$ cat config.mk
export PLATFORM = sky130hd
export DESIGN_NAME = controlUnit
export DESIGN_NICKNAME = d
export VERILOG_FILES = /design/src/verilog/ctrlPkg.sv /design/src/verilog/isaPkg.sv /design/src/verilog/controlUnit.sv /design/src/verilog/controlWordEncoder.sv /design/src/verilog/instrDecoder.sv /design/src/verilog/stepSequencer.sv
export VERILOG_INCLUDE_DIRS = /design/src /design/src/include
export SDC_FILE = /design/constraint.sdc
export NUM_CORES = 1
export LEC_CHECK = 0
export ABC_AREA = 1
export BUFFER_PORTS_ARGS = -buffer_cell sky130_fd_sc_hd__buf_2
export CAP_MARGIN = 20
export CORE_ASPECT_RATIO = 0.9
export CORE_MARGIN = 2
export CORE_UTILIZATION = 46
export DETAILED_ROUTE_END_ITERATION = 8
export GPL_ROUTABILITY_DRIVEN = 0
export PLACE_DENSITY = 0.8
export SYNTH_ARGS = -nofsm -noshare
export SYNTH_HDL_FRONTEND = slang
export SYNTH_SLANG_ARGS = --single-unit
$ cat constraint.sdc
create_clock -name clk -period 1.5 [get_ports clk]
set_input_delay 0.15 -clock clk [delete_from_list [all_inputs] [get_ports clk]]
set_output_delay 0.15 -clock clk [all_outputs]
set_load 0.01 [all_outputs]
$ cat src/include/control_config.svh
`ifndef CONTROL_CONFIG_SVH
`define CONTROL_CONFIG_SVH

// Instruction field widths
`define CU_OPCODE_W 6
`define CU_FUNCT_W 6

// Wide enough for the longest counted phase
`define CU_STEP_W 6

// Memory wait cycles before the instruction register is loaded
`define CU_FETCH_WAIT_STEPS 3

// Busy cycles of the multiplier/divider before Hi and Lo are loaded
`define CU_MULDIV_STEPS 33

`endif

$ cat src/verilog/ctrlPkg.sv
`default_nettype none

`include "control_config.svh"

package ctrlPkg;

    typedef enum logic [3:0] {
        DatapathReset,
        FetchWait,
        FetchLatch,
        Decode,
        Dispatch,
        AluCompute,
        AluWrite,
        MulDivBusy,
        MulDivDone,
        MoveSelect,
        MoveWrite,
        BranchResolve,
        Halt
    } ctrlPhase_e;

    typedef enum logic [2:0] {
        AluNop     = 3'd0,
        AluAdd     = 3'd1,
        AluSub     = 3'd2,
        AluAnd     = 3'd3,
        AluCompare = 3'd7
    } aluOp_e;

    typedef enum logic [1:0] {
        SrcBReg    = 2'd0,
        SrcBImm    = 2'd1,
        SrcBOffset = 2'd2,   // Shifted immediate for branch target
        SrcBFour   = 2'd3
    } aluSrcB_e;

    typedef enum logic [1:0] {
        DstRt = 2'd0,
        DstRd = 2'd1
    } regDst_e;

    typedef enum logic [1:0] {
        CondNe = 2'd0,
        CondEq = 2'd1,
        CondLe = 2'd2,
        CondGt = 2'd3
    } condSel_e;

    typedef enum logic [2:0] {
        PcAluResult    = 3'd0,
        PcBranchTarget = 3'd3   // AluOut holds target from decode
    } pcSource_e;

    typedef enum logic [2:0] {
        WbAluOut = 3'd0,
        WbHi     = 3'd2,
        WbLo     = 3'd3
    } memToReg_e;

    // Full set of datapath controls for one cycle
    typedef struct packed {
        logic       pcWrite;
        logic       pcWriteCond;
        logic       irWrite;
        logic       regWrite;
        logic       loadA;
        logic       loadB;
        logic       aluSrcA;
        logic       loadAluOut;
        logic       multDiv;
        logic       loadHi;
        logic       loadLo;
        logic       loadDiv;
        logic       rstOut;
        regDst_e    regDst;
        aluSrcB_e   aluSrcB;
        condSel_e   condControl;
        aluOp_e     aluOp;
        pcSource_e  pcSource;
        memToReg_e  memToReg;
    } ctrlWord_t;

endpackage

`default_nettype wire

$ cat src/verilog/isaPkg.sv
`default_nettype none

`include "control_config.svh"

package isaPkg;

    // Primary opcodes handled by the unit
    typedef enum logic [`CU_OPCODE_W-1:0] {
        RTYPE   = 6'h00,
        BEQ     = 6'h04,
        BNE     = 6'h05,
        BLE     = 6'h06,
        BGT     = 6'h07,
        ADDI    = 6'h08,
        RESETOP = 6'h3F   // Reserved, pulses datapath reset
    } opcode_e;

    // Funct field of R-type instructions
    typedef enum logic [`CU_FUNCT_W-1:0] {
        BREAK = 6'h0D,
        MFHI  = 6'h10,
        MFLO  = 6'h12,
        MULT  = 6'h18,
        DIV   = 6'h1A,
        ADD   = 6'h20,
        SUB   = 6'h22,
        AND   = 6'h24
    } funct_e;

    // One entry per execute sequence
    typedef enum logic [3:0] {
        ClsAdd,
        ClsSub,
        ClsAnd,
        ClsAddi,
        ClsMult,
        ClsDiv,
        ClsMfhi,
        ClsMflo,
        ClsBeq,
        ClsBne,
        ClsBle,
        ClsBgt,
        ClsBreak,
        ClsResetOp,
        ClsNone      // Unsupported, back to fetch
    } instrClass_e;

endpackage

`default_nettype wire

$ cat src/verilog/controlUnit.sv
`default_nettype none

`include "control_config.svh"

module controlUnit (
    input  logic                    clk,
    input  logic                    reset,
    input  logic [`CU_OPCODE_W-1:0] opcode,
    input  logic [`CU_FUNCT_W-1:0]  funct,
    output logic                    pcWrite,
    output logic                    pcWriteCond,
    output logic                    irWrite,
    output logic                    regWrite,
    output logic                    loadA,
    output logic                    loadB,
    output logic                    aluSrcA,
    output logic                    loadAluOut,
    output logic                    multDiv,
    output logic                    loadHi,
    output logic                    loadLo,
    output logic                    loadDiv,
    output ctrlPkg::regDst_e        regDst,
    output ctrlPkg::aluSrcB_e       aluSrcB,
    output ctrlPkg::condSel_e       condControl,
    output ctrlPkg::aluOp_e         aluOp,
    output ctrlPkg::pcSource_e      pcSource,
    output ctrlPkg::memToReg_e      memToReg,
    output logic                    rstOut
);

    isaPkg::instrClass_e decodedClass;
    isaPkg::instrClass_e activeClass;
    ctrlPkg::ctrlPhase_e phase;
    ctrlPkg::ctrlWord_t  ctrlWord;

    instrDecoder decoder_i (
        .opcode     (opcode),
        .funct      (funct),
        .instrClass (decodedClass)
    );

    stepSequencer sequencer_i (
        .clk         (clk),
        .reset       (reset),
        .instrClass  (decodedClass),
        .phase       (phase),
        .activeClass (activeClass)
    );

    controlWordEncoder encoder_i (
        .phase       (phase),
        .activeClass (activeClass),
        .ctrlWord    (ctrlWord)
    );

    // Control word out to the datapath pins
    assign pcWrite     = ctrlWord.pcWrite;
    assign pcWriteCond = ctrlWord.pcWriteCond;
    assign irWrite     = ctrlWord.irWrite;
    assign regWrite    = ctrlWord.regWrite;
    assign loadA       = ctrlWord.loadA;
    assign loadB       = ctrlWord.loadB;
    assign aluSrcA     = ctrlWord.aluSrcA;
    assign loadAluOut  = ctrlWord.loadAluOut;
    assign multDiv     = ctrlWord.multDiv;
    assign loadHi      = ctrlWord.loadHi;
    assign loadLo      = ctrlWord.loadLo;
    assign loadDiv     = ctrlWord.loadDiv;
    assign regDst      = ctrlWord.regDst;
    assign aluSrcB     = ctrlWord.aluSrcB;
    assign condControl = ctrlWord.condControl;
    assign aluOp       = ctrlWord.aluOp;
    assign pcSource    = ctrlWord.pcSource;
    assign memToReg    = ctrlWord.memToReg;
    assign rstOut      = ctrlWord.rstOut;

endmodule

`default_nettype wire

$ cat src/verilog/controlWordEncoder.sv
`default_nettype none

`include "control_config.svh"

module controlWordEncoder (
    input  ctrlPkg::ctrlPhase_e phase,
    input  isaPkg::instrClass_e activeClass,
    output ctrlPkg::ctrlWord_t  ctrlWord
);

    always_comb begin
        ctrlWord = '0;
        case (phase)
            ctrlPkg::DatapathReset: begin
                ctrlWord.rstOut = 1'b1;
            end
            ctrlPkg::FetchWait, ctrlPkg::FetchLatch: begin
                ctrlWord.aluSrcB = ctrlPkg::SrcBFour;   // PC + 4
                ctrlWord.aluOp   = ctrlPkg::AluAdd;
                if (phase == ctrlPkg::FetchLatch) begin
                    ctrlWord.pcWrite = 1'b1;
                    ctrlWord.irWrite = 1'b1;
                end
            end
            ctrlPkg::Decode: begin
                // Read registers, precompute branch target
                ctrlWord.loadA      = 1'b1;
                ctrlWord.loadB      = 1'b1;
                ctrlWord.loadAluOut = 1'b1;
                ctrlWord.aluSrcB    = ctrlPkg::SrcBOffset;
                ctrlWord.aluOp      = ctrlPkg::AluAdd;
            end
            ctrlPkg::AluCompute, ctrlPkg::AluWrite: begin
                ctrlWord.aluSrcA    = 1'b1;
                ctrlWord.loadAluOut = 1'b1;
                ctrlWord.regWrite   = (phase == ctrlPkg::AluWrite);
                case (activeClass)
                    isaPkg::ClsSub: ctrlWord.aluOp = ctrlPkg::AluSub;
                    isaPkg::ClsAnd: ctrlWord.aluOp = ctrlPkg::AluAnd;
                    default:        ctrlWord.aluOp = ctrlPkg::AluAdd;
                endcase
                if (activeClass == isaPkg::ClsAddi) begin
                    ctrlWord.aluSrcB = ctrlPkg::SrcBImm;
                    ctrlWord.regDst  = ctrlPkg::DstRt;
                end else begin
                    ctrlWord.aluSrcB = ctrlPkg::SrcBReg;
                    ctrlWord.regDst  = ctrlPkg::DstRd;
                end
            end
            ctrlPkg::MulDivBusy: begin
                ctrlWord.multDiv = (activeClass == isaPkg::ClsMult);
                ctrlWord.loadDiv = (activeClass == isaPkg::ClsDiv);
            end
            ctrlPkg::MulDivDone: begin
                ctrlWord.loadHi  = 1'b1;
                ctrlWord.loadLo  = 1'b1;
                ctrlWord.multDiv = (activeClass == isaPkg::ClsMult);   // Keeps mult result selected
            end
            ctrlPkg::MoveSelect, ctrlPkg::MoveWrite: begin
                ctrlWord.regDst   = ctrlPkg::DstRd;
                ctrlWord.memToReg = (activeClass == isaPkg::ClsMfhi) ? ctrlPkg::WbHi
                                                                     : ctrlPkg::WbLo;
                ctrlWord.regWrite = (phase == ctrlPkg::MoveWrite);
            end
            ctrlPkg::BranchResolve: begin
                ctrlWord.pcWriteCond = 1'b1;
                ctrlWord.aluSrcA     = 1'b1;
                ctrlWord.aluOp       = ctrlPkg::AluCompare;
                ctrlWord.pcSource    = ctrlPkg::PcBranchTarget;
                case (activeClass)
                    isaPkg::ClsBeq: ctrlWord.condControl = ctrlPkg::CondEq;
                    isaPkg::ClsBle: ctrlWord.condControl = ctrlPkg::CondLe;
                    isaPkg::ClsBgt: ctrlWord.condControl = ctrlPkg::CondGt;
                    default:        ctrlWord.condControl = ctrlPkg::CondNe;
                endcase
            end
            default: begin
                ctrlWord = '0;   // Dispatch, Halt
            end
        endcase
    end

endmodule

`default_nettype wire

$ cat src/verilog/instrDecoder.sv
`default_nettype none

`include "control_config.svh"

module instrDecoder (
    input  logic [`CU_OPCODE_W-1:0] opcode,
    input  logic [`CU_FUNCT_W-1:0]  funct,
    output isaPkg::instrClass_e     instrClass
);

    isaPkg::instrClass_e rtypeClass;

    // R-type split on funct
    always_comb begin
        case (funct)
            isaPkg::ADD:   rtypeClass = isaPkg::ClsAdd;
            isaPkg::SUB:   rtypeClass = isaPkg::ClsSub;
            isaPkg::AND:   rtypeClass = isaPkg::ClsAnd;
            isaPkg::MULT:  rtypeClass = isaPkg::ClsMult;
            isaPkg::DIV:   rtypeClass = isaPkg::ClsDiv;
            isaPkg::MFHI:  rtypeClass = isaPkg::ClsMfhi;
            isaPkg::MFLO:  rtypeClass = isaPkg::ClsMflo;
            isaPkg::BREAK: rtypeClass = isaPkg::ClsBreak;
            default:       rtypeClass = isaPkg::ClsNone;   // Shifts, SLT, JR etc.
        endcase
    end

    always_comb begin
        case (opcode)
            isaPkg::RTYPE: begin
                instrClass = rtypeClass;
            end
            isaPkg::ADDI: begin
                instrClass = isaPkg::ClsAddi;
            end
            isaPkg::BEQ: begin
                instrClass = isaPkg::ClsBeq;
            end
            isaPkg::BNE: begin
                instrClass = isaPkg::ClsBne;
            end
            isaPkg::BLE: begin
                instrClass = isaPkg::ClsBle;
            end
            isaPkg::BGT: begin
                instrClass = isaPkg::ClsBgt;
            end
            isaPkg::RESETOP: begin
                instrClass = isaPkg::ClsResetOp;
            end
            default: begin
                instrClass = isaPkg::ClsNone;   // Loads, stores, jumps
            end
        endcase
    end

endmodule

`default_nettype wire

$ cat src/verilog/stepSequencer.sv
`default_nettype none

`include "control_config.svh"

module stepSequencer (
    input  logic                clk,
    input  logic                reset,
    input  isaPkg::instrClass_e instrClass,
    output ctrlPkg::ctrlPhase_e phase,
    output isaPkg::instrClass_e activeClass
);

    logic [`CU_STEP_W-1:0] step;
    logic [`CU_STEP_W-1:0] stepLimit;
    logic                  counting;
    logic                  stepDone;
    ctrlPkg::ctrlPhase_e   nextPhase;

    // Only the fetch wait and the mult/div busy phases last more than one cycle
    always_comb begin
        case (phase)
            ctrlPkg::FetchWait: begin
                counting  = 1'b1;
                stepLimit = `CU_STEP_W'(`CU_FETCH_WAIT_STEPS - 1);
            end
            ctrlPkg::MulDivBusy: begin
                counting  = 1'b1;
                stepLimit = `CU_STEP_W'(`CU_MULDIV_STEPS - 1);
            end
            default: begin
                counting  = 1'b0;
                stepLimit = '0;
            end
        endcase
    end

    assign stepDone = (step == stepLimit);

    always_comb begin
        case (phase)
            ctrlPkg::DatapathReset: nextPhase = ctrlPkg::FetchWait;
            ctrlPkg::FetchWait:     nextPhase = stepDone ? ctrlPkg::FetchLatch : ctrlPkg::FetchWait;
            ctrlPkg::FetchLatch:    nextPhase = ctrlPkg::Decode;
            ctrlPkg::Decode:        nextPhase = ctrlPkg::Dispatch;
            ctrlPkg::Dispatch: begin
                case (instrClass)
                    isaPkg::ClsAdd, isaPkg::ClsSub, isaPkg::ClsAnd, isaPkg::ClsAddi: begin
                        nextPhase = ctrlPkg::AluCompute;
                    end
                    isaPkg::ClsMult, isaPkg::ClsDiv: begin
                        nextPhase = ctrlPkg::MulDivBusy;
                    end
                    isaPkg::ClsMfhi, isaPkg::ClsMflo: begin
                        nextPhase = ctrlPkg::MoveSelect;
                    end
                    isaPkg::ClsBeq, isaPkg::ClsBne, isaPkg::ClsBle, isaPkg::ClsBgt: begin
                        nextPhase = ctrlPkg::BranchResolve;
                    end
                    isaPkg::ClsBreak: begin
                        nextPhase = ctrlPkg::Halt;
                    end
                    isaPkg::ClsResetOp: begin
                        nextPhase = ctrlPkg::DatapathReset;   // One cycle pulse
                    end
                    default: begin
                        nextPhase = ctrlPkg::FetchWait;   // Unsupported instruction
                    end
                endcase
            end
            ctrlPkg::AluCompute:    nextPhase = ctrlPkg::AluWrite;
            ctrlPkg::MulDivBusy:    nextPhase = stepDone ? ctrlPkg::MulDivDone : ctrlPkg::MulDivBusy;
            ctrlPkg::MoveSelect:    nextPhase = ctrlPkg::MoveWrite;
            ctrlPkg::AluWrite,
            ctrlPkg::MulDivDone,
            ctrlPkg::MoveWrite,
            ctrlPkg::BranchResolve: nextPhase = ctrlPkg::FetchWait;
            ctrlPkg::Halt:          nextPhase = ctrlPkg::Halt;   // Left only by reset
            default:                nextPhase = ctrlPkg::DatapathReset;
        endcase
    end

    always_ff @(posedge clk) begin
        if (reset) begin
            phase       <= ctrlPkg::DatapathReset;
            step        <= '0;
            activeClass <= isaPkg::ClsNone;
        end else begin
            phase <= nextPhase;
            if (counting && !stepDone) begin
                step <= step + 1'b1;
            end else begin
                step <= '0;
            end
            // Class is held for the whole execute sequence
            if (phase == ctrlPkg::Dispatch) begin
                activeClass <= instrClass;
            end
        end
    end

endmodule

`default_nettype wire
==> metrics.log <==
[metrics] flops & latches, synth: 14
[metrics] category of the worst setup path launch point: register
[metrics] Hold-fix buffers, CTS: 0
[metrics] Power, Total: 0.000813 W
[metrics] Bufs on Longest Clock Path: 2
[metrics] power density over the cells: 443 nW/um^2
[metrics] post-synthesis instance total: 241
[metrics] average wire per cell in the routed design: 10.8 um
[metrics] number of max-slew violations in the final report: 0
[metrics] starting density of the core: 0.483
[metrics] type of the worst min-delay path: primary input to register
[metrics] post-layout utilization of the core: 0.667
[metrics] post-route clock skew: 2.19 ps
[metrics] total clock sinks: 14
[metrics] post-detailed-route count of antenna-violating nets: 0
[metrics] endpoint type of the worst setup path: primary output
[metrics] die width: 60.6 um
[metrics] via count of the first global-routing pass: 1393
[metrics] clock edge transition at the registers on the reported setup and hold paths: 80 ps
[metrics] signal arrival time at the worst endpoint: 1500 ps
[metrics] library cells used by synthesis: 26
[metrics] floorplan row count: 18
[metrics] number of warning messages in the yosys log: 0
[metrics] r2r endpoint: sequencer_i.phase[2]$_SDFF_PP0_
[metrics] number of placed cells counting well taps: 323
[metrics] Detailed Route Iter0 Violations: 91
[metrics] minimum setup slack among reg-to-reg paths: -70 ps
[metrics] number of input and output port buffers inserted: 38
[metrics] highest layer used for signal routing: met4
[metrics] FF-to-FF path depth: 13
[metrics] wire length of the first global-routing pass: 5.49 mm
[metrics] final cell count without fillers: 332
[metrics] area of the mapped netlist: 1330 sq um
[metrics] Final HPWL DP: 2.57 mm
[metrics] # Max-Cap Violations: 0
[metrics] sequential cell area fraction in the yosys report: 0.211
[metrics] leakage power of the design: 1.04 nW
[metrics] fin crit share: 1.10
[metrics] H-tree level count: 1
[metrics] floorplan core area: 2750 sq um
[metrics] antenna violations before repair: 0
[metrics] Final Setup Violations: 15
[metrics] met3 wirelength from detailed routing: 194 um
[metrics] Routed met2 length: 1.80 mm
[metrics] Net count, final: 308
[metrics] Clk Tree Root Cell: sky130_fd_sc_hd__clkbuf_4
[metrics] iteration count of the initial detailed-routing pass: 4
[metrics] count of inserted antenna diode cells: 0
[metrics] run status: complete, but fails checks
[metrics] Hold Vio Cnt, Final: 0
[metrics] final worst slack: -153 ps
[metrics] largest driver fanout on the critical path: 5
[metrics] pin count of the biggest net entering global routing: 9
[metrics] floorplan die area: 3330 sq um
[metrics] total global routing track utilization: 0.215
[metrics] Max rail drop VDD: 183 uV
[metrics] Setup TNS Final: -784 ps
[metrics] slowest stage cell on the critical path: sky130_fd_sc_hd__dfxtp_4
[metrics] startpoint of the lowest-slack register-to-register path: sequencer_i.phase[3]$_SDFF_PP0_
[metrics] Fmax achieved: 605 MHz
[metrics] Setup crit start: sequencer_i.phase[3]$_SDFF_PP0_
[metrics] number of primary I/O pins: 42
[metrics] data required time at the worst endpoint: 1350 ps
[metrics] share of layout cells above drive strength 1: 0.366
[metrics] most used flip-flop cell after synthesis: sky130_fd_sc_hd__dfxtp_1
[metrics] cell area after placement: 1590 sq um
[metrics] TritonCTS clock tree: built
[metrics] wire length on met1: 1.54 mm
[metrics] number of vias after detailed routing: 1611
[metrics] Clk Latency, worst-skew pair: 270 ps
[metrics] worst path cell trace: buf_4 > nand2_2 > nor2_4 > inv_2 > nor3_1 > buf_2
[metrics] violations in the final reports: negative setup slack
[metrics] Setup crit end: condControl[1]
[metrics] final instance area: 1830 sq um
[metrics] vias per cell: 4.85
[metrics] Vert. Die Dim: 55.0 um
[metrics] Post-synth EDFFs: 0
[metrics] wire length reported by the detailed router: 3.60 mm
[metrics] Max stage delay on crit path: 390 ps
[metrics] final critical-path required period: 1650 ps
[metrics] number of remaining DRC errors: 0
[metrics] global-route congestion overflow total: 0
[metrics] critical path class: register to primary output
[metrics] Area growth syn-to-layout: 38.1%
[metrics] total clock buffers created by CTS: 3
[metrics] setup repair after global routing missed its margin: yes
[metrics] Post-Synthesis Mean Instance Area: 5.51 sq um
[metrics] Post-synth ARST share: 0
## state kept, by name, indices dropped and copies added, names as in the netlist
register,flops
sequencer_i.activeClass,4
sequencer_i.phase,4
sequencer_i.step,6
## area by class of cell
type	count	area, sq um
multi-input combinational	171	925
fill	229	915
timing repair buffer	56	347
sequential	14	297
inverter	47	179
tap	40	50.0
clock buffer	4	36.3
## synthesized netlist by cell type, types with 2 or more instances
master | instances | area share
sky130_fd_sc_hd__nor3b_2 | 2 | 0.019
sky130_fd_sc_hd__nor3_1 | 5 | 0.019
sky130_fd_sc_hd__a21oi_1 | 6 | 0.023
sky130_fd_sc_hd__nand2_2 | 3 | 0.014
sky130_fd_sc_hd__nand4_1 | 3 | 0.014
sky130_fd_sc_hd__nand3_1 | 20 | 0.075
sky130_fd_sc_hd__nand2_1 | 53 | 0.15
sky130_fd_sc_hd__buf_4 | 10 | 0.057
sky130_fd_sc_hd__inv_1 | 47 | 0.13
sky130_fd_sc_hd__nor2_1 | 53 | 0.15
sky130_fd_sc_hd__dfxtp_1 | 14 | 0.21
sky130_fd_sc_hd__xor2_1 | 3 | 0.020
sky130_fd_sc_hd__o211ai_1 | 2 | 0.011
sky130_fd_sc_hd__o21ai_0 | 8 | 0.030
## routing by layer
layer  vias to the layer above  global-route usage
met3                         6              0.0186
li1                        835                   -
met1                       714               0.253
met4                         0              0.0942
met2                        56               0.398
met5                         -                   0
## cells by family (layout without fill, tap and decap cells)
| kind of cell | after synthesis | after routing | synth area share |
|---|---|---|---|
| and+or+nand+nor | 143 | 143 | 0.464 |
| buffers and inverters | 58 | 107 | 0.198 |
| AOI/OAI and AO/OA | 21 | 21 | 0.0952 |
| DFF | 14 | 14 | 0.211 |
| xor gates and xnor gates | 3 | 3 | 0.0198 |
| adders and majority gates | 1 | 1 | 0.00942 |
| other | 1 | 3 | 0.00282 |
## timing repair
item	4_1_cts	5_1_grt
gates resized for setup	29	33
buffers inserted	3	3
pin swaps	7	12
endpoints found under the setup margin	19	24
## metrics by stage
step | worst slack, ps | hold WS, ps
finish | -153 | 124
global route | -207 | 131
CTS | -107 | 117
detailed placement | -112 | 428
global placement | -50.5 | 429
floorplan | 61.2 | 353
## critical path: cells and delay by family (launching register included)
| kind | cells | cell delay, ps |
|---|---|---|
| AND/OR/NAND/NOR | 3 | 440 |
| buffers and inverters | 3 | 400 |
| flip-flops | 1 | 390 |
## cells in the final DEF, fill, tap and decap left out, types with 2 or more instances in the layout
| cell | Yosys | layout |
|---|---|---|
| sky130_fd_sc_hd__nand4_1 | 3 | 3 |
| sky130_fd_sc_hd__inv_1 | 47 | 40 |
| sky130_fd_sc_hd__nand3_1 | 20 | 19 |
| sky130_fd_sc_hd__nor2_2 | 1 | 11 |
| sky130_fd_sc_hd__nor2_1 | 53 | 36 |
| sky130_fd_sc_hd__clkbuf_4 | 0 | 3 |
| sky130_fd_sc_hd__nand2_1 | 53 | 49 |
| sky130_fd_sc_hd__nor3_1 | 5 | 4 |
| sky130_fd_sc_hd__o21ai_2 | 1 | 3 |
| sky130_fd_sc_hd__dfxtp_4 | 0 | 4 |
| sky130_fd_sc_hd__buf_6 | 1 | 5 |
| sky130_fd_sc_hd__dfxtp_1 | 14 | 9 |
| sky130_fd_sc_hd__conb_1 | 1 | 3 |
| sky130_fd_sc_hd__nor3b_2 | 2 | 2 |
| sky130_fd_sc_hd__o21ai_0 | 8 | 5 |
| sky130_fd_sc_hd__inv_2 | 0 | 6 |
| sky130_fd_sc_hd__buf_4 | 10 | 14 |
| sky130_fd_sc_hd__a21oi_1 | 6 | 6 |
| sky130_fd_sc_hd__nand2_4 | 0 | 2 |
| sky130_fd_sc_hd__xor2_1 | 3 | 3 |
| sky130_fd_sc_hd__nor2_4 | 1 | 8 |
| sky130_fd_sc_hd__o211ai_1 | 2 | 2 |
| sky130_fd_sc_hd__buf_2 | 0 | 37 |
| sky130_fd_sc_hd__nand2_2 | 3 | 5 |
## power by group
group	total, W	internal, W	switching, W
clock network	0.000265	0.000148	0.000117
logic	0.000172	0.0000691	0.000103
registers	0.000375	0.000370	0.00000498
## how the worst min path moves through the flow
stage	to	depth (start not counted)	slack [ps]	from
after global placement	sequencer_i.phase[1]$_SDFF_PP0_	2	430	reset
after floorplan	sequencer_i.phase[1]$_SDFF_PP0_	2	350	reset
after global routing	sequencer_i.phase[2]$_SDFF_PP0_	2	130	reset
after CTS	sequencer_i.phase[1]$_SDFF_PP0_	2	120	reset
final	sequencer_i.phase[2]$_SDFF_PP0_	2	120	reset
after detailed placement	sequencer_i.phase[1]$_SDFF_PP0_	2	430	reset
Note: power is estimated with default switching activity, not from simulation.
